--- src/hdl/rv_core_pkg.sv ---
package rv_core_pkg;

    typedef logic [63:0] xlen_t;     // register, alu and memory word
    typedef logic [31:0] pc_t;
    typedef logic [31:0] instr_t;
    typedef logic [4:0]  reg_idx_t;
    typedef logic [3:0]  alu_op_t;

    localparam alu_op_t ALU_ADD    = 4'd0;
    localparam alu_op_t ALU_SUB    = 4'd1;
    localparam alu_op_t ALU_AND    = 4'd2;
    localparam alu_op_t ALU_OR     = 4'd3;
    localparam alu_op_t ALU_XOR    = 4'd4;
    localparam alu_op_t ALU_SLL    = 4'd5;
    localparam alu_op_t ALU_SRL    = 4'd6;
    localparam alu_op_t ALU_SLT    = 4'd7;
    localparam alu_op_t ALU_PASS_B = 4'd8;   // lui

    // major opcodes of the supported subset
    localparam logic [6:0] OPC_OP     = 7'b0110011;
    localparam logic [6:0] OPC_OP_IMM = 7'b0010011;
    localparam logic [6:0] OPC_LOAD   = 7'b0000011;
    localparam logic [6:0] OPC_STORE  = 7'b0100011;
    localparam logic [6:0] OPC_LUI    = 7'b0110111;
    localparam logic [6:0] OPC_SYSTEM = 7'b1110011;

    localparam instr_t INSTR_EBREAK = 32'h0010_0073;

    localparam pc_t RESET_PC = 32'h0000_0000;

    localparam int DMEM_WORDS = 32;   // doublewords
    localparam int DMEM_IDX_W = 5;

endpackage

--- src/hdl/memory_stage.sv ---
`timescale 1ns/1ps

module memory_stage (
    input  logic                  clk,
    input  logic                  rst_i,
    input  rv_core_pkg::reg_idx_t ex_rd_i,
    input  logic                  ex_is_load_i,
    input  logic                  ex_is_store_i,
    input  logic                  ex_reg_write_i,
    input  rv_core_pkg::xlen_t    ex_result_i,
    input  rv_core_pkg::xlen_t    ex_store_data_i,
    input  rv_core_pkg::pc_t      ex_pc_i,
    output rv_core_pkg::reg_idx_t mem_rd_o,
    output logic                  mem_reg_write_o,
    output rv_core_pkg::xlen_t    mem_fwd_data_o,
    output logic                  wb_en_o,
    output rv_core_pkg::reg_idx_t wb_addr_o,
    output rv_core_pkg::xlen_t    wb_data_o,
    output rv_core_pkg::pc_t      wb_pc_o
);

    logic                               is_load_q;
    logic                               is_store_q;
    rv_core_pkg::xlen_t                 result_q;
    rv_core_pkg::xlen_t                 store_data_q;
    rv_core_pkg::pc_t                   pc_q;
    logic [rv_core_pkg::DMEM_IDX_W-1:0] dmem_idx;
    rv_core_pkg::xlen_t                 dmem [rv_core_pkg::DMEM_WORDS];

    // ex/mem register
    always_ff @(posedge clk) begin
        if (rst_i) begin
            mem_rd_o        <= '0;
            mem_reg_write_o <= 1'b0;
            is_load_q       <= 1'b0;
            is_store_q      <= 1'b0;
        end else begin
            mem_rd_o        <= ex_rd_i;
            mem_reg_write_o <= ex_reg_write_i;
            is_load_q       <= ex_is_load_i;
            is_store_q      <= ex_is_store_i;
        end
    end

    always_ff @(posedge clk) begin
        result_q     <= ex_result_i;
        store_data_q <= ex_store_data_i;
        pc_q         <= ex_pc_i;
    end

    assign dmem_idx = result_q[3 +: rv_core_pkg::DMEM_IDX_W];   // address bits 7:3

    always_ff @(posedge clk) begin
        if (is_store_q) begin
            dmem[dmem_idx] <= store_data_q;
        end
    end

    assign mem_fwd_data_o = is_load_q ? dmem[dmem_idx] : result_q;

    // mem/wb register, feeds the reg file write port
    always_ff @(posedge clk) begin
        if (rst_i) begin
            wb_en_o <= 1'b0;
        end else begin
            wb_en_o <= mem_reg_write_o;
        end
    end

    always_ff @(posedge clk) begin
        wb_addr_o <= mem_rd_o;
        wb_data_o <= mem_fwd_data_o;
        wb_pc_o   <= pc_q;
    end

endmodule

--- config.mk ---
export PLATFORM = sky130hd
export DESIGN_NAME = memory_stage
export DESIGN_NICKNAME = d
export VERILOG_FILES = /design/src/hdl/rv_core_pkg.sv /design/src/hdl/memory_stage.sv
export SDC_FILE = /design/constraint.sdc
export NUM_CORES = 2
export LEC_CHECK = 0
export ABC_AREA = 1
export BUFFER_PORTS_ARGS = -buffer_cell sky130_fd_sc_hd__buf_2
export CAP_MARGIN = 15
export CORE_UTILIZATION = 30
export DETAILED_ROUTE_END_ITERATION = 6
export PLACE_DENSITY = 0.47
export SLEW_MARGIN = 20
export SYNTH_ARGS = -nofsm -noshare
export SYNTH_HDL_FRONTEND = slang
export SYNTH_SLANG_ARGS = --single-unit
--- constraint.sdc ---
create_clock -name clk -period 11 [get_ports clk]
set_clock_uncertainty 0.15 [all_clocks]
set_input_delay 1.1 -clock clk [delete_from_list [all_inputs] [get_ports clk]]
set_output_delay 1.1 -clock clk [all_outputs]
set_load 0.02 [all_outputs]
==> summary by stage <==
Status
The run finished with clean final reports.

Synthesis
The leading cell type by number of instances after synthesis is nand2_1. In this run, synthesis produced a sequential element count of 2318. The number of different library cells in the post-synthesis netlist is 20. Of the post-synthesis cell area, the dominant cell type holds 0.6810. The number of synthesized flops with an enable pin is 2048. Of the synthesized area, sequential elements account for 0.7409.

The mean post-synth cell area is 10.85 µm². Among all flip-flop cells after synthesis, the most frequent one is edfxtp_1. Counting instances in the post-synthesis netlist gives the leading cell types as nand2_1, edfxtp_1, buf_2. The count of yosys warnings during synthesis is 0. The synthesized netlist net count is 8494. The async set or reset register ratio after synthesis is 0. The post-synthesis instance total is 8324.

Yosys attributes the largest share of cell area to edfxtp_1, nand2_1, dfxtp_1. The cell area that synthesis handed to floorplanning was roughly 90000 µm². The post-synthesis cell type with the largest combined area is edfxtp_1.

Floorplan
The y dimension of the die is between 500 and 600 µm. The site row count is 201. The top-level I/O count is 342. The total core area is approximately 300000 µm². From left edge to right edge, the die measures 550.6 µm.

The starting utilization of the core area is 0.3015. The die area is approximately 300000 µm².

STA
The worst-case headroom to the max-slew limit is 0.2036. For the pin with the worst max-slew slack, the measured transition is around 1200 ps. Setup slack on the critical path of the routed design comes to 4371 ps. Setup violations remaining at the end of the flow were counted as 0. For this run, the top clock speed supported by timing is between 150 and 200 MHz. The post-layout minimum cycle time is 6629 ps. The number of hold violations in the final report was 0. Adding up every negative setup slack in the final design gives 0 ps.

Setup repair after global routing left no endpoint under its margin. The number of max-slew violations in the final report is 0. Dividing the final minimum period by the clock period gives 0.6027.

Critical path
The slowest stage of the critical path belongs to the cell buf_4. The origin of the worst setup path is result_q[3]$_DFF_P_. The setup path with the least slack is of type reg -> out. The worst reg2reg path startpoint is result_q[4]$_DFF_P_.

The critical path endpoint category is an output pin. The worst setup path is launched from a register. The delay of the slowest critical-path stage is 840 ps.

Data on the critical path arrives at its endpoint at 5380 ps. The setup check on the worst reg-to-reg path leaves a slack of 5300 ps. Traced cell by cell, the critical path runs through inv_16 > buf_4 > buf_12 > buf_4 > nand2_1 > nand2_1 > nand2_1 > nand2_1 > nand2_1 > nand2_1 > nor2_1 > nand3_1 > nand2_1 > inv_1 > buf_2. By instance count, the cell type seen most on the critical path is nand2_1.

The endpoint required time on the critical path is 9750 ps. Of all nets on the critical path, the largest fanout is between 150 and 200.

Placed design
Input and output buffers added on the ports amount to about 340. The HPWL after detailed placement is ~140000 µm. Timing analysis after detailed placement gives a worst setup slack of ~5300 ps. The congestion estimate from routability-driven global placement came to ~0.75.

Clocking
The sink count of the clock tree is 2318. Buffers added to address setup during post-CTS repair amount to 0. TritonCTS built the clock tree. TritonCTS created 274 clock buffers.

The deepest clock path buffer count is 4. Clock latency on the worst-skew pair, taken at its later pin, is 890 ps. The quantity of hold-fixing buffers added after cts is 0. The tree is rooted in a clkbuf_16. The post-CTS clock slew at the launch and capture registers of the worst setup and hold paths is around 50 ps.

The H-tree level count is 5. The count of instances resized after the clock tree is built is 0.

Finish
The count of filler cells inserted in the layout is 29550. Of the cells placed in the final design, the portion with a size suffix greater than 1 is 0.1099. The final layout contains 8839 nets. The relative area change from synthesis to final layout is 16.49%.

Global routing
The maximum number of pins on one net before global-route repair is 190. The first global-routing pass estimated 397400 µm of wire. For this run, global-route usage on met2 was measured as 0.2984. The via count of the first global-routing pass came to approximately 57000.

The combined global-route utilization of all metal layers is 0.1791. The fraction of met3 tracks used by global routing is 0.02517. The initial antenna violation count is 13. The met1 global-route usage is 0.2470. The overall overflow remaining after global route is 0. met2 is the most crowded layer.

Route
The detailed router finished its first iteration with 4688 violations. In this run the remaining antenna-violating nets after routing total 0. The routed wire length is 276300 µm.

The per-cell via count in the routed design is about 4.6. The routed via count is 58480. In the final routed layout, each cell accounts on average for 21.51 µm. The first detailed-routing pass took 6 iterations. The number of remaining DRC errors is 0.

Flow run
The max capacitance violation total is 0.

Power and ir drop
In this run the static leakage power is roughly 43 nW. The worst supply voltage drop on vdd is 0.1003 mV. For this design the ratio of total power to cell area is 186.5 nW/µm².

Hold path
The classification of the worst-slack hold path is in -> reg. The start point of the worst min-delay path is ex_store_data_i[29].
## worst paths after layout
path                                                  to  cells after the start
worst min register to register        wb_pc_o[1]$_DFF_P_                      0
worst min-delay path            store_data_q[29]$_DFF_P_                      1
worst max-delay path                  mem_fwd_data_o[14]                     15
worst max register to register    dmem[29][11]$_DFFE_PP_                      6
## logic make-up after synthesis
group	share of synthesized area
compound gates	0.0008868
flops	0.7409
buf+inv	0.02695
simple gates	0.2313
## cell usage in the layout (no fill, tap or decap), drive strengths merged
cell type / count
nand4: 1
edfxtp: 2048
a21oi: 8
dfxtp: 270
inv: 151
buf: 461
a22oi: 4
nor3: 3
bufinv: 11
nand2: 5019
o21ai: 2
clkinv: 82
nor2: 183
clkinvlp: 3
clkbuf: 387
diode: 3
nand3: 195
or2: 56
## flip-flops by register name, indices dropped and copies added, names as in the netlist
name / flops
mem_rd_o: 5
dmem: 2048
result_q: 64
pc_q: 32
is_store_q: 1
mem_reg_write_o: 1
wb_en_o: 1
wb_data_o: 64
store_data_q: 64
wb_addr_o: 5
wb_pc_o: 32
is_load_q: 1
## report_power, final
part | switching (mW) | total [mW] | internal [mW] | leakage, nW
sequential | 0.137 | 9.83 | 9.69 | 20.7
clock | 3.67 | 8.86 | 5.19 | 4.24
combinational | 0.683 | 0.935 | 0.253 | 17.6
## through the flow
step | hold WS, ps | instances | instance area (µm²) | utilization | total power [mW]
finish | 167.0 | 12850 | 105200 | 0.3512 | 19.62
global route | 115.9 | 12840 | 105200 | 0.3512 | 20.31
CTS | 84.35 | 12840 | 105100 | 0.3509 | 19.87
detailed placement | 162.1 | 12350 | 96440 | 0.3220 | 10.96
global placement | 159.7 | 12350 | 96350 | 0.3217 | 10.95
floorplan | 159.6 | 8324 | 90300 | - | 10.54
## area by class of cell
| type | instances | area [µm²] | area share |
|---|---|---|---|
| Antenna cell | 3 | 7.507 | 0.00007137 |
| Clock buffer | 387 | 7769 | 0.07385 |
| Clock inverter | 104 | 910.9 | 0.008659 |
| Inverter | 143 | 570.5 | 0.005424 |
| Multi-Input combinational cell | 5471 | 21260 | 0.2021 |
| Sequential cell | 2318 | 66960 | 0.6365 |
| Tap cell | 3958 | 4952 | 0.04708 |
| Timing Repair Buffer | 461 | 2768 | 0.02631 |
## routing by layer
| layer | share of wire | wire length (µm) |
|---|---|---|
| met1 | 0.46 | 127100 |
| met2 | 0.47 | 130200 |
| met3 | 0.049 | 13640 |
| met4 | 0.020 | 5400 |
| met5 | 0 | 0 |
## critical path: cells and delay by family (launching register included)
kind | cells | cell delay, ps
buffers and inverters | 6 | 2970
DFF | 1 | 380
and+or+nand+nor | 9 | 860
Note: power is estimated with default switching activity, not from simulation.
