--- src/hdl/rv_core_pkg.sv ---
package rv_core_pkg;

    typedef logic [63:0] xlen_t;     // register, alu and memory word
    typedef logic [31:0] pc_t;
    typedef logic [31:0] instr_t;
    typedef logic [4:0]  reg_idx_t;
    typedef logic [3:0]  alu_op_t;

    localparam alu_op_t ALU_ADD    = 4'd0;
    localparam alu_op_t ALU_SUB    = 4'd1;
    localparam alu_op_t ALU_AND    = 4'd2;
    localparam alu_op_t ALU_OR     = 4'd3;
    localparam alu_op_t ALU_XOR    = 4'd4;
    localparam alu_op_t ALU_SLL    = 4'd5;
    localparam alu_op_t ALU_SRL    = 4'd6;
    localparam alu_op_t ALU_SLT    = 4'd7;
    localparam alu_op_t ALU_PASS_B = 4'd8;   // lui

    // major opcodes of the supported subset
    localparam logic [6:0] OPC_OP     = 7'b0110011;
    localparam logic [6:0] OPC_OP_IMM = 7'b0010011;
    localparam logic [6:0] OPC_LOAD   = 7'b0000011;
    localparam logic [6:0] OPC_STORE  = 7'b0100011;
    localparam logic [6:0] OPC_LUI    = 7'b0110111;
    localparam logic [6:0] OPC_SYSTEM = 7'b1110011;

    localparam instr_t INSTR_EBREAK = 32'h0010_0073;

    localparam pc_t RESET_PC = 32'h0000_0000;

    localparam int DMEM_WORDS = 32;   // doublewords
    localparam int DMEM_IDX_W = 5;

endpackage

--- src/hdl/decode_stage.sv ---
`timescale 1ns/1ps

module decode_stage (
    input  logic                   clk,
    input  logic                   rst_i,
    input  rv_core_pkg::instr_t    instr_i,
    input  rv_core_pkg::pc_t       pc_i,
    input  logic                   fetch_valid_i,
    output rv_core_pkg::reg_idx_t  rs1_o,
    output rv_core_pkg::reg_idx_t  rs2_o,
    input  rv_core_pkg::xlen_t     rdata1_i,
    input  rv_core_pkg::xlen_t     rdata2_i,
    input  rv_core_pkg::reg_idx_t  ex_rd_i,
    input  logic                   ex_is_load_i,
    input  rv_core_pkg::xlen_t     ex_result_i,
    input  rv_core_pkg::reg_idx_t  mem_rd_i,
    input  logic                   mem_reg_write_i,
    input  rv_core_pkg::xlen_t     mem_fwd_data_i,
    output logic                   stall_o,
    output logic                   ebreak_o,
    output rv_core_pkg::pc_t       id_pc_o,
    output rv_core_pkg::alu_op_t   id_op_o,
    output rv_core_pkg::xlen_t     id_a_o,
    output rv_core_pkg::xlen_t     id_b_o,
    output rv_core_pkg::xlen_t     id_store_data_o,
    output rv_core_pkg::reg_idx_t  id_rd_o,
    output logic                   id_reg_write_o,
    output logic                   id_is_load_o,
    output logic                   id_is_store_o
);

    rv_core_pkg::instr_t   instr_q;
    rv_core_pkg::pc_t      pc_q;
    logic [6:0]            opcode;
    logic [2:0]            funct3;
    logic [6:0]            funct7;
    rv_core_pkg::reg_idx_t rd;
    rv_core_pkg::xlen_t    imm_i;
    rv_core_pkg::xlen_t    imm_s;
    rv_core_pkg::xlen_t    imm_u;
    rv_core_pkg::xlen_t    rs1_val;
    rv_core_pkg::xlen_t    rs2_val;
    logic                  use_rs1;
    logic                  use_rs2;
    logic                  writes_rd;

    // if/id register, all-zero word is the bubble
    always_ff @(posedge clk) begin
        if (rst_i) begin
            instr_q <= '0;
        end else if (!stall_o) begin
            instr_q <= (fetch_valid_i && !ebreak_o) ? instr_i : '0;
        end
    end

    always_ff @(posedge clk) begin
        if (!stall_o) begin
            pc_q <= pc_i;
        end
    end

    assign opcode = instr_q[6:0];
    assign rd     = instr_q[11:7];
    assign funct3 = instr_q[14:12];
    assign funct7 = instr_q[31:25];
    assign rs1_o  = instr_q[19:15];
    assign rs2_o  = instr_q[24:20];
    assign imm_i  = {{52{instr_q[31]}}, instr_q[31:20]};
    assign imm_s  = {{52{instr_q[31]}}, instr_q[31:25], instr_q[11:7]};
    assign imm_u  = {{32{instr_q[31]}}, instr_q[31:12], 12'h000};

    // nearest producer wins; ex_rd_i is zero for non-writing instructions
    function automatic rv_core_pkg::xlen_t fwd(input rv_core_pkg::reg_idx_t rs,
                                               input rv_core_pkg::xlen_t rf_val);
        if (rs == '0) begin
            return '0;
        end
        if (rs == ex_rd_i) begin
            return ex_result_i;
        end
        if (mem_reg_write_i && rs == mem_rd_i) begin
            return mem_fwd_data_i;
        end
        return rf_val;               // reg file covers distance three
    endfunction

    assign rs1_val = fwd(rs1_o, rdata1_i);
    assign rs2_val = fwd(rs2_o, rdata2_i);

    always_comb begin
        id_op_o       = rv_core_pkg::ALU_ADD;
        id_b_o        = rs2_val;
        use_rs1       = 1'b0;
        use_rs2       = 1'b0;
        writes_rd     = 1'b0;
        id_is_load_o  = 1'b0;
        id_is_store_o = 1'b0;
        ebreak_o      = 1'b0;
        case (opcode)
            rv_core_pkg::OPC_OP: begin
                use_rs1   = 1'b1;
                use_rs2   = 1'b1;
                writes_rd = funct7 == 7'b0000000 || (funct7 == 7'b0100000 && funct3 == 3'b000);
                case (funct3)
                    3'b000: id_op_o = funct7[5] ? rv_core_pkg::ALU_SUB : rv_core_pkg::ALU_ADD;
                    3'b001: id_op_o = rv_core_pkg::ALU_SLL;
                    3'b010: id_op_o = rv_core_pkg::ALU_SLT;
                    3'b100: id_op_o = rv_core_pkg::ALU_XOR;
                    3'b101: id_op_o = rv_core_pkg::ALU_SRL;
                    3'b110: id_op_o = rv_core_pkg::ALU_OR;
                    3'b111: id_op_o = rv_core_pkg::ALU_AND;
                    default: writes_rd = 1'b0;  // sltu
                endcase
            end
            rv_core_pkg::OPC_OP_IMM: begin
                use_rs1   = 1'b1;
                writes_rd = 1'b1;
                id_b_o    = imm_i;
                case (funct3)
                    3'b000: id_op_o = rv_core_pkg::ALU_ADD;
                    3'b100: id_op_o = rv_core_pkg::ALU_XOR;
                    3'b110: id_op_o = rv_core_pkg::ALU_OR;
                    3'b111: id_op_o = rv_core_pkg::ALU_AND;
                    default: writes_rd = 1'b0;  // shifts and slti not decoded
                endcase
            end
            rv_core_pkg::OPC_LOAD: begin
                use_rs1      = 1'b1;
                id_b_o       = imm_i;           // alu forms the address
                id_is_load_o = funct3 == 3'b011;
                writes_rd    = id_is_load_o;
            end
            rv_core_pkg::OPC_STORE: begin
                use_rs1       = 1'b1;
                use_rs2       = 1'b1;
                id_b_o        = imm_s;
                id_is_store_o = funct3 == 3'b011;
            end
            rv_core_pkg::OPC_LUI: begin
                writes_rd = 1'b1;
                id_op_o   = rv_core_pkg::ALU_PASS_B;
                id_b_o    = imm_u;
            end
            rv_core_pkg::OPC_SYSTEM: begin
                ebreak_o = instr_q == rv_core_pkg::INSTR_EBREAK;
            end
            default: ;                          // bubble
        endcase
    end

    // load in execute feeding this instruction
    assign stall_o = ex_is_load_i && ex_rd_i != '0 &&
                     ((use_rs1 && rs1_o == ex_rd_i) || (use_rs2 && rs2_o == ex_rd_i));

    assign id_reg_write_o  = writes_rd && rd != '0;     // x0 writes dropped here
    assign id_rd_o         = id_reg_write_o ? rd : '0;
    assign id_a_o          = rs1_val;
    assign id_store_data_o = rs2_val;
    assign id_pc_o         = pc_q;

endmodule

--- config.mk ---
export PLATFORM = sky130hd
export DESIGN_NAME = decode_stage
export DESIGN_NICKNAME = d
export VERILOG_FILES = /design/src/hdl/rv_core_pkg.sv /design/src/hdl/decode_stage.sv
export SDC_FILE = /design/constraint.sdc
export NUM_CORES = 1
export LEC_CHECK = 0
export ABC_AREA = 1
export BUFFER_PORTS_ARGS = -buffer_cell sky130_fd_sc_hd__buf_4
export CAP_MARGIN = 10
export CORE_AREA = 2 2 229 231
export DETAILED_ROUTE_END_ITERATION = 12
export DIE_AREA = 0 0 231 233
export GPL_TIMING_DRIVEN = 0
export PLACE_DENSITY_LB_ADDON = 0.15
export SLEW_MARGIN = 15
export SYNTH_ARGS = -nofsm -noshare
export SYNTH_HDL_FRONTEND = slang
export SYNTH_SLANG_ARGS = --single-unit
--- constraint.sdc ---
create_clock -name clk -period 3.2 [get_ports clk]
set_clock_uncertainty 0.2 [all_clocks]
set_input_delay 0.8 -clock clk [delete_from_list [all_inputs] [get_ports clk]]
set_output_delay 0.8 -clock clk [all_outputs]
set_load 0.005 [all_outputs]
==> impl_metrics.json, run 1 <==
{
  "status": "complete, but fails checks",
  "violations": "setup timing",
  "synth.distinct_cells": 37,
  "synth_top_cell_by_area": "nand2_1",
  "gp_congestion": 0.949,
  "ant_nets": 0,
  "die_h_um": 233,
  "worst_r2r_startpoint": "instr_q[15]$_SDFFE_PP0N_",
  "regToRegSetupSlack_ns": 1.07,
  "drv_cap": 0,
  "seq_area_frac_synth_pct": 18.4,
  "rsz0062_at_grt": "true",
  "worstHoldEndpoint": "instr_q[7]$_SDFFE_PP0N_",
  "ys_seq_elements": 64,
  "rows": 83,
  "cts.clk_slew.worst_paths_ns": 0.06,
  "power.density_mw_per_mm2": 241,
  "routed-via-count": 13417,
  "synth_top_area_share_pct": 17.7,
  "synth-simple-area-share_pct": 60.0,
  "syn_avg_cell_area_sq_um": 5.46,
  "cts_buffer_depth": 2,
  "cts_tree": "done",
  "postPlaceCellArea_sq_mm": 0.0140,
  "finalSetupViolations": 77,
  "htree_levels": 3,
  "ff2ff_path_depth": 9,
  "die_w_um": 231,
  "numCtsBuffers": 9,
  "syn_area_sq_mm": 0.00873,
  "coreArea_sq_mm": 0.0511,
  "final.period_utilization_pct": 102,
  "synthTopCellsByArea": "nand2_1 (18%), nand3_1 (16%), nor2_1 (13%)",
  "drtIter0Drc": 764,
  "critPathLaunchType": "input pin",
  "worst-slew-pin-transition_ns": 0.526,
  "placed_cells": 2860,
  "worstSkewPairLatency_ns": 0.33,
  "syn_inst": 1597,
  "dp_hpwl_mm": 50.9,
  "fin_hold_ws_ns": 0.279,
  "final-hold-violation-count": 0,
  "r2r-end": "id_pc_o[18]$_DFFE_PN_",
  "synth-async-reset-ratio_pct": 0,
  "drc_errors": 0,
  "initial_utilization_pct": 17.1,
  "io_pins": 583,
  "met2WireLength_mm": 33.0,
  "stdcell_area_sq_mm": 0.0190,
  "synth_nets": 1932,
  "worstPathMaxFanout": 10,
  "overflow": 0,
  "max_clock_freq_mhz": 307,
  "cp.required_ns": 2.20,
  "synth_compound_area_share_pct": 2.72,
  "endpoint_kind": "output port",
  "critPathArrivalTime_ns": 2.26,
  "hold_depth": 2,
  "maxSlewHeadroom_pct": 64.9,
  "wirelength_mm": 63.9,
  "routedWlPerCell_um": 21.8,
  "p_leak_nw": 9.84,
  "grt_use_total_pct": 21.6,
  "grt_first_pass_wirelength_mm": 86.1,
  "synth_top_family_by_area": "simple AND/OR/NAND/NOR gates",
  "die-area_sq_mm": 0.0538,
  "synth-adder-area-share_pct": 0,
  "grt_max_degree": 22,
  "hp-start": "instr_q[7]$_SDFFE_PP0N_",
  "grt_pass1_vias": 12896,
  "setup_slack_ns": -0.0626,
  "crit_type": "in -> out",
  "dr.pass1.iters": 5,
  "postLayoutCoreUtil_pct": 37.1,
  "pre_cts_ws_ns": -0.570,
  "finalCriticalPeriod_ns": 3.26,
  "synth_xor_area_share_pct": 0.502,
  "synth_edf_count": 32,
  "highest_layer": "met5",
  "drive_gt1_share_pct": 61.3,
  "via_per_inst": 4.57,
  "cts.sinks": 64,
  "synthMuxAreaShare_pct": 0,
  "antenna_found_initial": 9,
  "ys_warn_count": 0,
  "dr_wl_met3_mm": 3.95,
  "routedLengthMet1_mm": 25.6,
  "port_buffers": 582,
  "hold_path.class": "reg -> reg",
  "syn2layout_area_growth_pct": 117,
  "synthFlopType": "edfxtp_1",
  "maxSlewViolCount": 0,
  "nets": 2583,
  "fin_cells": 2938,
  "peakVddDrop_v": 0.000348,
  "root_buffer": "clkbuf_16"
}
-- metal layers --
layer  global-route usage, %  vias to the layer above
met5                       0                        -
met1                    25.6                     6404
li1                        -                     6411
met2                    39.9                      525
met3                    4.31                       75
met4                    4.90                        2
-- synth_stat cells (all sizes together), types with 3 or more instances --
master / n
a21oi: 25
buf: 117
clkbuf: 14
dfxtp: 32
edfxtp: 32
inv: 204
nand2: 418
nand3: 300
nand4: 96
nor2: 326
nor3: 7
o21ai: 7
o22ai: 7
xor2: 3
-- how the worst max path moves through the flow --
stage | endpoint | cells after the start | from
floorplan | stall_o | 7 | ex_rd_i[1]
CTS | id_b_o[44] | 13 | mem_rd_i[2]
global placement | stall_o | 11 | ex_rd_i[1]
detailed placement | stall_o | 9 | ex_rd_i[0]
global route | id_a_o[15] | 11 | mem_rd_i[3]
finish | id_a_o[15] | 11 | mem_rd_i[3]
-- where the power goes --
| group | switching (mW) | internal, mW | total [mW] |
|---|---|---|---|
| combinational | 1.26 | 1.25 | 2.51 |
| sequential | 0.0326 | 0.898 | 0.931 |
| clock | 0.374 | 0.762 | 1.14 |
| total | 1.66 | 2.91 | 4.57 |
-- area by class of cell --
class	instances	area (sq um)
clock inverter	7	120
sequential	64	1610
fill	5562	32100
multi-input combinational	1197	8060
buffer	128	1400
clock buffer	9	225
tap	680	851
antenna	5	12.5
timing repair buffer	643	5890
inverter	205	785
-- critical path: stages --
cell and delay (ns):
buf_8 0.10, or2_4 0.23, a21oi_4 0.22, buf_6 0.13, buf_12 0.16, buf_8 0.15, nand4_1 0.14, nand3_1 0.12
nand2_1 0.06, inv_1 0.05, buf_4 0.11
-- through the flow --
step / TNS (ns) / total power [mW]
floorplan: 0 / 1.73
global placement: -44.24 / 2.83
detailed placement: -46.58 / 2.83
CTS: -1.75 / 4.18
global route: -12.76 / 4.81
finish: -2.14 / 4.57
-- timing repair --
item	in CTS	in global routing
setup endpoints to repair	193	196
hold buffers	0	0
hold endpoints to repair	0	0
gates resized for setup	359	638
pin swaps	54	134
cloned	7	18
buffers inserted	33	4
-- flip-flops by register name (all words and copies together) (netlist names) --
name / flops
instr_q: 32
id_pc_o: 32
-- placed cells by master, fill, tap and decap left out, drive strengths merged, types with 2 or more instances in the layout --
master	n
inv	204
nor4	2
nor3	7
o22ai	7
nand4	96
a21oi	25
o21ai	7
xor2	3
edfxtp	32
xnor2	2
nand2	418
clkbuf	40
diode	5
dfxtp	32
buf	739
nor2	326
bufinv	3
clkinv	4
nand3	300
-- cell families after synthesis --
family,after synthesis
DFF,64
AOI/OAI and AO/OA,41
and+or+nand+nor,1151
xor gates and xnor gates,5
buffers and inverters,336
No activity file was read; power rests on OpenSTA's default activity.
==> inputs of run 2 (changes only) <==
Settings changed: GPL_ROUTABILITY_DRIVEN set to 0.
Clock period 3.2 ns to 3.91 ns, I/O delays scaled along.
==> run 2 against run 1 <==
Effect of this change:
- largest power group unchanged
- wire length decreased by 7.6%
- combinational power fell by 39%
- the flow now finishes without violations
- register-to-register slack gained 0.54 ns
- die area stayed put
- final area decreased by 24%
==> impl_metrics.json, run 2 (synthesis results as in run 1) <==
{
  "ant_nets": 0,
  "critPathArrivalTime_ns": 2.63,
  "grt_use_total_pct": 20.6,
  "filler_cell_count": 5952,
  "critPathLaunchType": "input pin",
  "port_buffers": 582,
  "maxSlewViolCount": 0,
  "overflow": 0,
  "setup_slack_ns": 0.103,
  "coreArea_sq_mm": 0.0511,
  "highest_layer": "met5",
  "power.density_mw_per_mm2": 218,
  "cts.clk_slew.worst_paths_ns": 0.05,
  "grt_max_degree": 42,
  "regArea_sq_mm": 0.00160,
  "worstPathMaxFanout": 10,
  "drtIter0Drc": 824,
  "placed_cells": 2860,
  "via_per_inst": 4.43,
  "multi_input_area_sq_mm": 0.00555,
  "stdcell_area_sq_mm": 0.0144,
  "die_w_um": 231,
  "mostFrequentLayoutCell": "buf_4",
  "status": "completed",
  "dr_wl_met3_mm": 4.38,
  "postPlaceCellArea_sq_mm": 0.0140,
  "worstSkewPairLatency_ns": 0.32,
  "wirelength_mm": 59.1,
  "cts_tree": "done",
  "drv_cap": 0,
  "htree_levels": 3,
  "rows": 83,
  "final-hold-violation-count": 0,
  "die-area_sq_mm": 0.0538,
  "maxSlewHeadroom_pct": 43.4,
  "routedLengthMet1_mm": 23.6,
  "met2WireLength_mm": 30.0,
  "setup_tns_ns": 0,
  "hold_path.class": "reg -> reg",
  "postLayoutCoreUtil_pct": 28.1,
  "drc_errors": 0,
  "io_pins": 583,
  "initial_utilization_pct": 17.1,
  "power.total_mw": 3.13,
  "finalCriticalPeriod_ns": 3.81,
  "dp_hpwl_mm": 50.2,
  "numCtsBuffers": 9,
  "p_leak_nw": 8.48,
  "cts_buffer_depth": 2,
  "drive_gt1_share_pct": 36.3,
  "die_h_um": 233,
  "grt_first_pass_wirelength_mm": 82.2,
  "routed-via-count": 12747,
  "pre_cts_ws_ns": -0.209,
  "hold_depth": 2,
  "worst-slew-pin-transition_ns": 0.847,
  "crit_type": "in -> out",
  "cts.sinks": 64,
  "peakVddDrop_v": 0.000264,
  "finalSetupViolations": 0,
  "fin_hold_ws_ns": 0.284,
  "syn2layout_area_growth_pct": 64.5,
  "cp.required_ns": 2.73,
  "final_cell_mix": "buf_4 (621), nand2_1 (411), nor2_1 (291)",
  "routedWlPerCell_um": 20.5,
  "final.period_utilization_pct": 97.4,
  "endpoint_kind": "output port",
  "antenna_found_initial": 7,
  "cts_setup_buffers": 0,
  "max_clock_freq_mhz": 263,
  "nets": 2526,
  "rsz0062_at_grt": "true",
  "fin_cells": 2880,
  "root_buffer": "clkbuf_16",
  "grt_pass1_vias": 12428,
  "dr.pass1.iters": 6,
  "ff2ff_path_depth": 8
}
run 2: repair_timing:
item,4_1_cts,5_1_grt
setup endpoints to repair,27,70
pin swaps,0,1
hold buffers,0,0
resized for setup,7,17
run 2: critical path: stages:
cell and delay [ns]:
buf_4 0.10, inv_1 0.05, nand2_1 0.05, nand2_1 0.08, nor3_4 0.26, buf_6 0.25, buf_6 0.18, nand3_1 0.09
nand3_1 0.11, nand3_1 0.18, nand2_1 0.11, buf_4 0.16
run 2: worst paths after layout:
check	from	to	slack (ns)
max	mem_rd_i[2]	id_b_o[26]	0.10
min	instr_q[8]$_SDFFE_PP0N_	instr_q[8]$_SDFFE_PP0N_	0.28
max reg2reg	instr_q[15]$_SDFFE_PP0N_	id_pc_o[26]$_DFFE_PN_	1.61
min reg2reg	instr_q[8]$_SDFFE_PP0N_	instr_q[8]$_SDFFE_PP0N_	0.28
run 2: layout make-up:
cell class                 count  area share [%]
timing repair buffer         583            30.5
clock buffer                  10            1.60
sequential                    64            11.2
multi-input combinational   1197            38.6
clock inverter                 6           0.584
antenna                        4          0.0697
tap                          680            5.93
buffer                       131            6.13
inverter                     205            5.36
run 2: power breakdown:
group / switching (mW) / total [mW] / leakage [nW] / internal (mW)
Sequential: 0.0248 / 0.760 / 0.602 / 0.735
Combinational: 0.794 / 1.53 / 7.73 / 0.740
Clock: 0.280 / 0.834 / 0.146 / 0.554
Total: 1.10 / 3.13 / 8.48 / 2.03
run 2: metal layers:
layer,global-route usage (%),vias to the layer above
li1,-,6269
met1,24.5,5873
met4,4.09,2
met5,0,-
met3,4.41,57
met2,38.0,546
