`src/hdl/rv_core_pkg.sv`:
```
package rv_core_pkg;

    typedef logic [63:0] xlen_t;     // register, alu and memory word
    typedef logic [31:0] pc_t;
    typedef logic [31:0] instr_t;
    typedef logic [4:0]  reg_idx_t;
    typedef logic [3:0]  alu_op_t;

    localparam alu_op_t ALU_ADD    = 4'd0;
    localparam alu_op_t ALU_SUB    = 4'd1;
    localparam alu_op_t ALU_AND    = 4'd2;
    localparam alu_op_t ALU_OR     = 4'd3;
    localparam alu_op_t ALU_XOR    = 4'd4;
    localparam alu_op_t ALU_SLL    = 4'd5;
    localparam alu_op_t ALU_SRL    = 4'd6;
    localparam alu_op_t ALU_SLT    = 4'd7;
    localparam alu_op_t ALU_PASS_B = 4'd8;   // lui

    // major opcodes of the supported subset
    localparam logic [6:0] OPC_OP     = 7'b0110011;
    localparam logic [6:0] OPC_OP_IMM = 7'b0010011;
    localparam logic [6:0] OPC_LOAD   = 7'b0000011;
    localparam logic [6:0] OPC_STORE  = 7'b0100011;
    localparam logic [6:0] OPC_LUI    = 7'b0110111;
    localparam logic [6:0] OPC_SYSTEM = 7'b1110011;

    localparam instr_t INSTR_EBREAK = 32'h0010_0073;

    localparam pc_t RESET_PC = 32'h0000_0000;

    localparam int DMEM_WORDS = 32;   // doublewords
    localparam int DMEM_IDX_W = 5;

endpackage

```
`src/hdl/fetch_stage.sv`:
```
`timescale 1ns/1ps

module fetch_stage (
    input  logic             clk,
    input  logic             rst_i,
    input  logic             stall_i,
    input  logic             ebreak_i,
    output rv_core_pkg::pc_t pc_o,
    output logic             fetch_valid_o,
    output logic             halt_o
);

    rv_core_pkg::pc_t pc_q;
    logic             halted_q;

    always_ff @(posedge clk) begin
        if (rst_i) begin
            pc_q     <= rv_core_pkg::RESET_PC;
            halted_q <= 1'b0;
        end else begin
            if (ebreak_i) begin
                halted_q <= 1'b1;    // sticky until reset
            end
            // freeze on load-use, on ebreak and once halted
            if (!(stall_i || ebreak_i || halted_q)) begin
                pc_q <= pc_q + 32'd4;
            end
        end
    end

    assign pc_o          = pc_q;
    assign fetch_valid_o = !halted_q;    // bubbles into if/id after halt
    assign halt_o        = halted_q;

endmodule

```
`config.mk`:
```
export PLATFORM = sky130hd
export DESIGN_NAME = fetch_stage
export DESIGN_NICKNAME = d
export VERILOG_FILES = /design/src/hdl/rv_core_pkg.sv /design/src/hdl/fetch_stage.sv
export SDC_FILE = /design/constraint.sdc
export NUM_CORES = 1
export LEC_CHECK = 0
export BUFFER_PORTS_ARGS = -buffer_cell sky130_fd_sc_hd__buf_2
export CAP_MARGIN = 5
export CORE_ASPECT_RATIO = 1.75
export CORE_MARGIN = 1
export CORE_UTILIZATION = 45
export CTS_CLUSTER_SIZE = 14
export DETAILED_ROUTE_END_ITERATION = 10
export MAX_ROUTING_LAYER = met4
export PLACE_DENSITY = 0.69
export SETUP_SLACK_MARGIN = 0.05
export SYNTH_ARGS = -nofsm -noshare
export SYNTH_HDL_FRONTEND = slang
export SYNTH_SLANG_ARGS = --single-unit
```
`constraint.sdc`:
```
create_clock -name clk -period 3.5 [get_ports clk]
set_clock_uncertainty 0.2 [all_clocks]
set_input_delay 0.175 -clock clk [delete_from_list [all_inputs] [get_ports clk]]
set_output_delay 0.175 -clock clk [all_outputs]
set_load 0.01 [all_outputs]
```
==> flow_summary.html, run 1 <==
<table>
<tr><th>Metric</th><th>Value</th></tr>
<tr><th colspan="2">Setup path</th></tr>
<tr><td>Maximum fanout along the worst path</td><td>16</td></tr>
<tr><td>Data arrival time of the critical path</td><td>2.59 ns</td></tr>
<tr><td>Setup slack on the worst flop-to-flop path</td><td>a little over 1 ns</td></tr>
<tr><td>CP required</td><td>about 3.5 ns</td></tr>
<tr><td>Source of the worst register-to-register timing path</td><td>pc_o[2]</td></tr>
<tr><td>Worst r2r dst</td><td>pc_o[30]</td></tr>
<tr><td>Kind of start point of the critical path</td><td>input pin</td></tr>
<tr><td>Number of cells on the worst reg-to-reg path</td><td>5</td></tr>
<tr><td>Kind of capture point of the worst setup path</td><td>flop</td></tr>
<tr><td>Crit Path Category</td><td>input pin to flop</td></tr>
<tr><th colspan="2">STA</th></tr>
<tr><td>Final setup TNS</td><td>0 ns</td></tr>
<tr><td>Worst slew pin tran</td><td>about 0.62 ns</td></tr>
<tr><td>Period minus WS final</td><td>2.58 ns</td></tr>
<tr><td>Final hold vios</td><td>0</td></tr>
<tr><td>Setup violations, final</td><td>0</td></tr>
<tr><td>Maximum operating frequency</td><td>0.388 GHz</td></tr>
<tr><td>Final cycle utilization of the critical path</td><td>0.737</td></tr>
<tr><td>Tightest slew margin relative to the limit</td><td>0.586</td></tr>
<tr><td>RSZ-0062 raised after global routing</td><td>no</td></tr>
<tr><td>Hold_ws</td><td>0.0854 ns</td></tr>
<tr><td>PnR worst setup slack</td><td>roughly 0.92 ns</td></tr>
<tr><td>Pins Over Slew Limit</td><td>0</td></tr>
<tr><th colspan="2">Place</th></tr>
<tr><td>Total half-perimeter wirelength after legalization and detailed placement</td><td>2280 um</td></tr>
<tr><td>Cell area reported after detailed placement</td><td>roughly 1700 um2</td></tr>
<tr><td>Post-placement cell count</td><td>239</td></tr>
<tr><td>Global placement routability congestion</td><td>0.754</td></tr>
<tr><td>Setup slack after placement</td><td>between 1 and 1.5 ns</td></tr>
<tr><td>Number of buffers added on ports</td><td>35</td></tr>
<tr><th colspan="2">Die</th></tr>
<tr><td>I/O Pins</td><td>38</td></tr>
<tr><td>Overall die area</td><td>between 3000 and 4000 um2</td></tr>
<tr><td>Standard-cell rows</td><td>27</td></tr>
<tr><td>Horizontal die dimension</td><td>45.5 um</td></tr>
<tr><td>Core box area</td><td>3140 um2</td></tr>
<tr><td>DIE HEIGHT</td><td>78.2 um</td></tr>
<tr><td>Initial cell density of the core</td><td>0.475</td></tr>
<tr><th colspan="2">Synth</th></tr>
<tr><td>Sequential share of the synthesized area</td><td>0.416</td></tr>
<tr><td>Average cell area after synthesis</td><td>8.78 um2</td></tr>
<tr><td>Ranking of synthesized cells by area</td><td>sky130_fd_sc_hd__dfxtp_1, sky130_fd_sc_hd__a21oi_1, sky130_fd_sc_hd__or4_1</td></tr>
<tr><td>Area share of the largest cell type after synthesis</td><td>0.416</td></tr>
<tr><td>Total of warnings raised by yosys</td><td>0</td></tr>
<tr><td>Mapped cell area</td><td>1490 um2</td></tr>
<tr><td>Compound-cell area share of the yosys netlist</td><td>0.127</td></tr>
<tr><td>Total of flip-flops plus latches after synthesis</td><td>31</td></tr>
<tr><td>Synth Area in Simple Gates</td><td>0.308</td></tr>
<tr><td>Number of standard cells after synthesis</td><td>170</td></tr>
<tr><td>Dominant combinational cell family by area after synthesis</td><td>simple AND/OR/NAND/NOR gates</td></tr>
<tr><td>Post-synth top area cell</td><td>sky130_fd_sc_hd__dfxtp_1</td></tr>
<tr><td>Synthesized-area fraction occupied by adder cells</td><td>0.00838</td></tr>
<tr><td>Synth unique cells</td><td>36</td></tr>
<tr><td>XOR/XNOR share of the synthesized area</td><td>0.0469</td></tr>
<tr><td>Fraction of synthesized area in multiplexers</td><td>0.0369</td></tr>
<tr><th colspan="2">Cells and area</th></tr>
<tr><td>Net count, final</td><td>209</td></tr>
<tr><td>Final instance area</td><td>1780 um2</td></tr>
<tr><td>Number of inserted filler cells in the final layout</td><td>292</td></tr>
<tr><td>Most frequent cells in the layout</td><td>sky130_fd_sc_hd__buf_2, sky130_fd_sc_hd__dfxtp_1, sky130_fd_sc_hd__a21oi_1, sky130_fd_sc_hd__nor2_1</td></tr>
<tr><td>Layout cells sized above 1</td><td>0.268</td></tr>
<tr><td>Commonest non-fill, non-tap cell in the layout</td><td>sky130_fd_sc_hd__buf_2</td></tr>
<tr><td>Antenna fix cells</td><td>0</td></tr>
<tr><td>Growth of design area from synthesis to finish</td><td>19.4%</td></tr>
<tr><td>Utilization after layout</td><td>0.567</td></tr>
<tr><td>Final instance count without filler cells</td><td>248</td></tr>
<tr><th colspan="2">Clock network</th></tr>
<tr><td>Max clock buf depth</td><td>2</td></tr>
<tr><td>Clock latency on the worst-skew pair</td><td>roughly 0.28 ns</td></tr>
<tr><td>CTS H-Tree Depth</td><td>2</td></tr>
<tr><td>Buffer type at the clock tree root</td><td>sky130_fd_sc_hd__clkbuf_8</td></tr>
<tr><td>Clock-pin transition on the worst setup and hold timing paths</td><td>0.06 ns</td></tr>
<tr><td>CTS sink cnt</td><td>31</td></tr>
<tr><td>TritonCTS clock tree</td><td>built</td></tr>
<tr><td>Number of buffers added by the clock tree synthesis step</td><td>5</td></tr>
<tr><th colspan="2">Pwr</th></tr>
<tr><td>Power consumption</td><td>0.690 mW</td></tr>
<tr><td>Leakage dissipation</td><td>~0.71 nW</td></tr>
<tr><td>Maximum VDD drop</td><td>~0.29 mV</td></tr>
<tr><td>Total power per unit cell area</td><td>approximately 390 nW/um2</td></tr>
<tr><th colspan="2">Run status</th></tr>
<tr><td>Run status</td><td>finished, final reports clean</td></tr>
<tr><th colspan="2">Hold path</th></tr>
<tr><td>Type of the most critical hold path</td><td>input pin to flop</td></tr>
<tr><td>Worst hold path endpoint</td><td>pc_o[4]</td></tr>
<tr><td>Hold path startpoint</td><td>stall_i</td></tr>
<tr><td>Hold path depth</td><td>4</td></tr>
<tr><th colspan="2">GRT</th></tr>
<tr><td>Wire length of the first global-routing pass</td><td>5350 um</td></tr>
<tr><td>Total track usage</td><td>0.208</td></tr>
<tr><td>Maximum number of pins on one net before global-route repair</td><td>36</td></tr>
<tr><td>Congestion Overflow GR</td><td>0</td></tr>
<tr><td>Initial antenna violation count</td><td>0</td></tr>
<tr><td>Vias in the first global route</td><td>between 1k and 1.5k</td></tr>
<tr><th colspan="2">Detailed routing</th></tr>
<tr><td>Detailed-router iteration count before antenna repair</td><td>4</td></tr>
<tr><td>Detail-routed net length per standard cell</td><td>13.2 um</td></tr>
<tr><td>Detailed router's first-iteration violation count</td><td>41</td></tr>
<tr><td>Total detailed-routing wirelength</td><td>3280 um</td></tr>
<tr><td>Mean number of vias per cell</td><td>5.50</td></tr>
<tr><td>Vias</td><td>1364</td></tr>
<tr><td>Number of nets with antenna violations after detailed routing</td><td>0</td></tr>
<tr><td>Number of DRC violations after detailed routing</td><td>0</td></tr>
<tr><th colspan="2">Flow run</th></tr>
<tr><td>Number of violations of the max-capacitance limit</td><td>0</td></tr>
</table>
cells by family after synthesis:
logic type                 Yosys count
AOI/OAI and AO/OA                   34
xor gates and xnor gates             8
adders and majority gates            1
buffers and inverters               17
DFF                                 31
muxes                                5
other                                1
and+or+nand+nor                     73
state kept, by name, indices dropped and copies added, names as in the netlist:
name,count
halt_o,1
pc_o,30
worst max-delay path: stages:
cell	delay (ns)
sky130_fd_sc_hd__dlygate4sd3_1	0.54
sky130_fd_sc_hd__buf_2	0.15
sky130_fd_sc_hd__nor4b_2	0.46
sky130_fd_sc_hd__nand3_1	0.51
sky130_fd_sc_hd__or4_1	0.61
sky130_fd_sc_hd__a21oi_1	0.14
cells in the mapped netlist:
cell type and number:
sky130_fd_sc_hd__dfxtp_1 31, sky130_fd_sc_hd__a21oi_1 17, sky130_fd_sc_hd__nor2_1 16, sky130_fd_sc_hd__nand3_1 9, sky130_fd_sc_hd__o21ai_0 9, sky130_fd_sc_hd__or4_1 9, sky130_fd_sc_hd__o31ai_1 8, sky130_fd_sc_hd__inv_1 7
sky130_fd_sc_hd__nand2_1 7, sky130_fd_sc_hd__or3_1 7, sky130_fd_sc_hd__clkbuf_1 6, sky130_fd_sc_hd__xor2_1 5, sky130_fd_sc_hd__mux2_2 4, sky130_fd_sc_hd__nand4_1 4, sky130_fd_sc_hd__nor2b_1 3, sky130_fd_sc_hd__or3_2 3
sky130_fd_sc_hd__xnor2_1 3, sky130_fd_sc_hd__and2_1 2, sky130_fd_sc_hd__and4_1 2, sky130_fd_sc_hd__buf_4 2, sky130_fd_sc_hd__and3_1 1, sky130_fd_sc_hd__and4_2 1, sky130_fd_sc_hd__buf_2 1, sky130_fd_sc_hd__buf_6 1
sky130_fd_sc_hd__conb_1 1, sky130_fd_sc_hd__ha_1 1, sky130_fd_sc_hd__mux2i_1 1, sky130_fd_sc_hd__nand4_2 1, sky130_fd_sc_hd__nand4_4 1, sky130_fd_sc_hd__nor3_1 1, sky130_fd_sc_hd__nor3_2 1, sky130_fd_sc_hd__nor3b_1 1
sky130_fd_sc_hd__nor4_1 1, sky130_fd_sc_hd__nor4_4 1, sky130_fd_sc_hd__nor4b_2 1, sky130_fd_sc_hd__or2_0 1
power breakdown:
group          internal (mW)  switching [mW]
sequential             0.355         0.00262
clock                  0.179           0.131
combinational        0.00710          0.0147
what timing repair did:
item	in CTS	in global routing
resized for setup	0	0
hold endpoints to repair	1	0
setup buffers	0	0
hold buffers	1	0
how the worst max path moves through the flow:
stage / start / to / slack [ns] / cells past startpoint
finish: ebreak_i / pc_o[30] / 0.92 / 6
global route: ebreak_i / pc_o[28] / 0.69 / 6
CTS: ebreak_i / pc_o[30] / 0.94 / 6
detailed placement: pc_o[2] / pc_o[30] / 1.02 / 5
global placement: pc_o[2] / pc_o[28] / 1.11 / 5
floorplan: pc_o[11] / pc_o[31] / 1.22 / 6
final cells by class:
cell class	count	area [um2]	area share
Sequential cell	31	621	0.348
Inverter	7	26.3	0.0147
Clock buffer	8	100	0.0562
Multi-Input combinational cell	123	796	0.447
Tap cell	43	53.8	0.0302
Timing Repair Buffer	36	185	0.104
layer usage:
metal,vias to the layer above,wire (um),global-route usage
li1,677,-,-
met1,641,1270,0.217
met2,37,1790,0.349
met3,9,152,0.0598
met4,0,67,0.0879
met5,-,0,-
Note: power is estimated with default switching activity, not from simulation.
==> run 2: changes to the inputs <==
- PLACE_DENSITY: 0.69 -> 0.72
- clock period: 3.5 -> 2.1 ns (I/O delays scaled with it)
==> run 2 against run 1 <==
Worst hold slack worse by 0.038 ns. Setup slack worse by 0.91 ns. Register-to-register slack worse by 1.0 ns. Final cell count is 10% higher. Critical endpoint is now pc_o[29]. Largest power group unchanged.
==> flow_summary.html, run 2 (synthesis gave the netlist of run 1 again) <==
<table>
<tr><th>Metric</th><th>Value</th></tr>
<tr><th colspan="2">Place</th></tr>
<tr><td>Global placement routability congestion</td><td>0.774</td></tr>
<tr><td>Total half-perimeter wirelength after legalization and detailed placement</td><td>2570 um</td></tr>
<tr><td>Setup slack after placement</td><td>-0.0108 ns</td></tr>
<tr><td>Number of buffers added on ports</td><td>35</td></tr>
<tr><td>Cell area reported after detailed placement</td><td>1810 um2</td></tr>
<tr><th colspan="2">Pwr</th></tr>
<tr><td>Maximum VDD drop</td><td>0.496 mV</td></tr>
<tr><td>Total power per unit cell area</td><td>522 nW/um2</td></tr>
<tr><td>Power consumption</td><td>around 1.1 mW</td></tr>
<tr><td>Leakage dissipation</td><td>0.846 nW</td></tr>
<tr><th colspan="2">Detailed routing</th></tr>
<tr><td>Detailed-router iteration count before antenna repair</td><td>4</td></tr>
<tr><td>Total detailed-routing wirelength</td><td>about 3700 um</td></tr>
<tr><td>Detail-routed net length per standard cell</td><td>13.7 um</td></tr>
<tr><td>Number of DRC violations after detailed routing</td><td>0</td></tr>
<tr><td>Vias</td><td>between 1k and 1.5k</td></tr>
<tr><td>Detailed router's first-iteration violation count</td><td>31</td></tr>
<tr><td>Number of nets with antenna violations after detailed routing</td><td>0</td></tr>
<tr><td>Mean number of vias per cell</td><td>5.41</td></tr>
<tr><th colspan="2">Setup path</th></tr>
<tr><td>CP required</td><td>2.11 ns</td></tr>
<tr><td>Kind of start point of the critical path</td><td>flop</td></tr>
<tr><td>Setup slack on the worst flop-to-flop path</td><td>0.01 ns</td></tr>
<tr><td>Buffering stage count on the worst path with inverters included</td><td>1</td></tr>
<tr><td>Crit. path cell count</td><td>5</td></tr>
<tr><td>Maximum fanout along the worst path</td><td>7</td></tr>
<tr><td>Source of the worst register-to-register timing path</td><td>pc_o[14]</td></tr>
<tr><td>Crit path cell chain</td><td>nand3_2 &gt; or4_4 &gt; buf_6 &gt; or4_1 &gt; a21oi_2</td></tr>
<tr><td>Worst r2r dst</td><td>pc_o[29]</td></tr>
<tr><td>Data arrival time of the critical path</td><td>2.10 ns</td></tr>
<tr><td>Number of cells on the worst reg-to-reg path</td><td>5</td></tr>
<tr><td>Biggest cell delay along the critical path</td><td>0.54 ns</td></tr>
<tr><td>Critical path's slowest cell</td><td>sky130_fd_sc_hd__or4_4</td></tr>
<tr><td>Kind of capture point of the worst setup path</td><td>flop</td></tr>
<tr><td>Startpoint of the most critical setup path</td><td>pc_o[14]</td></tr>
<tr><td>CP Capture Point</td><td>pc_o[29]</td></tr>
<tr><td>Largest delay share family, worst path</td><td>simple AND/OR/NAND/NOR gates</td></tr>
<tr><td>Crit Path Category</td><td>flop to flop</td></tr>
<tr><th colspan="2">GRT</th></tr>
<tr><td>Met3 track demand over resource in global routing</td><td>0.0621</td></tr>
<tr><td>Met2 usage</td><td>0.430</td></tr>
<tr><td>Met1 Resource Use GR</td><td>0.197</td></tr>
<tr><td>Congestion Overflow GR</td><td>0</td></tr>
<tr><td>Maximum number of pins on one net before global-route repair</td><td>23</td></tr>
<tr><td>Layer with the highest usage</td><td>met2</td></tr>
<tr><td>Wire length of the first global-routing pass</td><td>5930 um</td></tr>
<tr><td>Total track usage</td><td>0.231</td></tr>
<tr><td>Initial antenna violation count</td><td>0</td></tr>
<tr><td>Vias in the first global route</td><td>between 1k and 1.5k</td></tr>
<tr><th colspan="2">Clock network</th></tr>
<tr><td>Clock-pin transition on the worst setup and hold timing paths</td><td>0.07 ns</td></tr>
<tr><td>Max clock buf depth</td><td>2</td></tr>
<tr><td>Clock latency on the worst-skew pair</td><td>0.28 ns</td></tr>
<tr><td>CTS sink cnt</td><td>31</td></tr>
<tr><td>Buffer type at the clock tree root</td><td>sky130_fd_sc_hd__clkbuf_8</td></tr>
<tr><td>CTS H-Tree Depth</td><td>2</td></tr>
<tr><td>Number of buffers added by the clock tree synthesis step</td><td>5</td></tr>
<tr><td>TritonCTS clock tree</td><td>built</td></tr>
<tr><th colspan="2">Die</th></tr>
<tr><td>Standard-cell rows</td><td>27</td></tr>
<tr><td>Initial cell density of the core</td><td>0.475</td></tr>
<tr><td>Horizontal die dimension</td><td>45.5 um</td></tr>
<tr><td>Overall die area</td><td>3560 um2</td></tr>
<tr><td>I/O Pins</td><td>38</td></tr>
<tr><td>DIE HEIGHT</td><td>78.2 um</td></tr>
<tr><td>Core box area</td><td>3140 um2</td></tr>
<tr><th colspan="2">STA</th></tr>
<tr><td>Final cycle utilization of the critical path</td><td>0.995</td></tr>
<tr><td>PnR worst setup slack</td><td>0.00958 ns</td></tr>
<tr><td>Final hold vios</td><td>0</td></tr>
<tr><td>Maximum operating frequency</td><td>0.478 GHz</td></tr>
<tr><td>Setup violations, final</td><td>0</td></tr>
<tr><td>Period minus WS final</td><td>2.09 ns</td></tr>
<tr><td>Final setup TNS</td><td>0 ns</td></tr>
<tr><td>Pins Over Slew Limit</td><td>0</td></tr>
<tr><td>RSZ-0062 raised after global routing</td><td>yes</td></tr>
<tr><th colspan="2">Cells and area</th></tr>
<tr><td>Final instance area</td><td>2060 um2</td></tr>
<tr><td>Commonest non-fill, non-tap cell in the layout</td><td>sky130_fd_sc_hd__buf_2</td></tr>
<tr><td>Growth of design area from synthesis to finish</td><td>37.9%</td></tr>
<tr><td>Most frequent cells in the layout</td><td>sky130_fd_sc_hd__buf_2, sky130_fd_sc_hd__buf_4, sky130_fd_sc_hd__dfxtp_1, sky130_fd_sc_hd__nor2_1, sky130_fd_sc_hd__a21oi_1</td></tr>
<tr><td>Net count, final</td><td>234</td></tr>
<tr><td>Antenna fix cells</td><td>0</td></tr>
<tr><td>Flip-flop count of the largest register after layout</td><td>30</td></tr>
<tr><td>Layout cells sized above 1</td><td>0.435</td></tr>
<tr><td>Utilization after layout</td><td>0.655</td></tr>
<tr><th colspan="2">Flow run</th></tr>
<tr><td>Number of violations of the max-capacitance limit</td><td>0</td></tr>
<tr><th colspan="2">Run status</th></tr>
<tr><td>Run status</td><td>finished, final reports clean</td></tr>
<tr><th colspan="2">Hold path</th></tr>
<tr><td>Type of the most critical hold path</td><td>input pin to flop</td></tr>
</table>
run 2: cell types whose count changed in the layout (fill, tap and decap cells not counted), moves of 3 or more:
cell                      delta
sky130_fd_sc_hd__dfxtp_1    -13
sky130_fd_sc_hd__buf_4      +22
sky130_fd_sc_hd__dfxtp_2     +7
sky130_fd_sc_hd__a21oi_2     +3
sky130_fd_sc_hd__dfxtp_4     +6
sky130_fd_sc_hd__a21oi_1     -3
run 2: worst min-delay path by stage:
| stage | from | endpoint | slack [ns] | depth (start not counted) |
|---|---|---|---|---|
| 5_1_grt | rst_i | pc_o[5] | 0.05 | 2 |
| 2_1_floorplan | ebreak_i | halt_o | 0.02 | 2 |
| 3_3_place_gp | ebreak_i | halt_o | 0.17 | 3 |
| 4_1_cts | rst_i | pc_o[9] | 0.02 | 2 |
| 3_5_place_dp | ebreak_i | halt_o | 0.18 | 3 |
| 6_report | rst_i | pc_o[9] | 0.05 | 2 |
run 2: layout make-up:
class,instances,area [um2]
inverters,7,26.3
well taps,43,53.8
clock buffers,8,80.1
fillers,284,1080
flip-flops and latches,31,652
repair buffers,61,393
multi-input cells,123,853
run 2: timing repair:
item,4_1_cts,5_1_grt
hold endpoints to repair,1,0
endpoints found under the setup margin,7,15
cloned,1,0
hold buffers,1,0
gates resized for setup,5,10
pin swaps,1,4
setup buffers,6,7
run 2: power breakdown:
part	internal, mW	leakage [nW]	switching (mW)	total (mW)
Clock	0.235	0.0395	0.209	0.444
Sequential	0.584	0.259	0.00385	0.588
Combinational	0.0163	0.548	0.0270	0.0432
Total	0.835	0.846	0.240	1.07
run 2: routing by layer:
layer / vias to the layer above / wire, um
met5: - / 0
met4: 0 / 76
met3: 8 / 145
met2: 46 / 2170
met1: 698 / 1360
li1: 726 / -
run 2: through the flow:
stage,hold slack [ns],instances
after floorplan,0.0208,171
after global placement,0.169,250
after detailed placement,0.181,250
after CTS,0.0158,266
after global routing,0.0527,273
final,0.0473,273
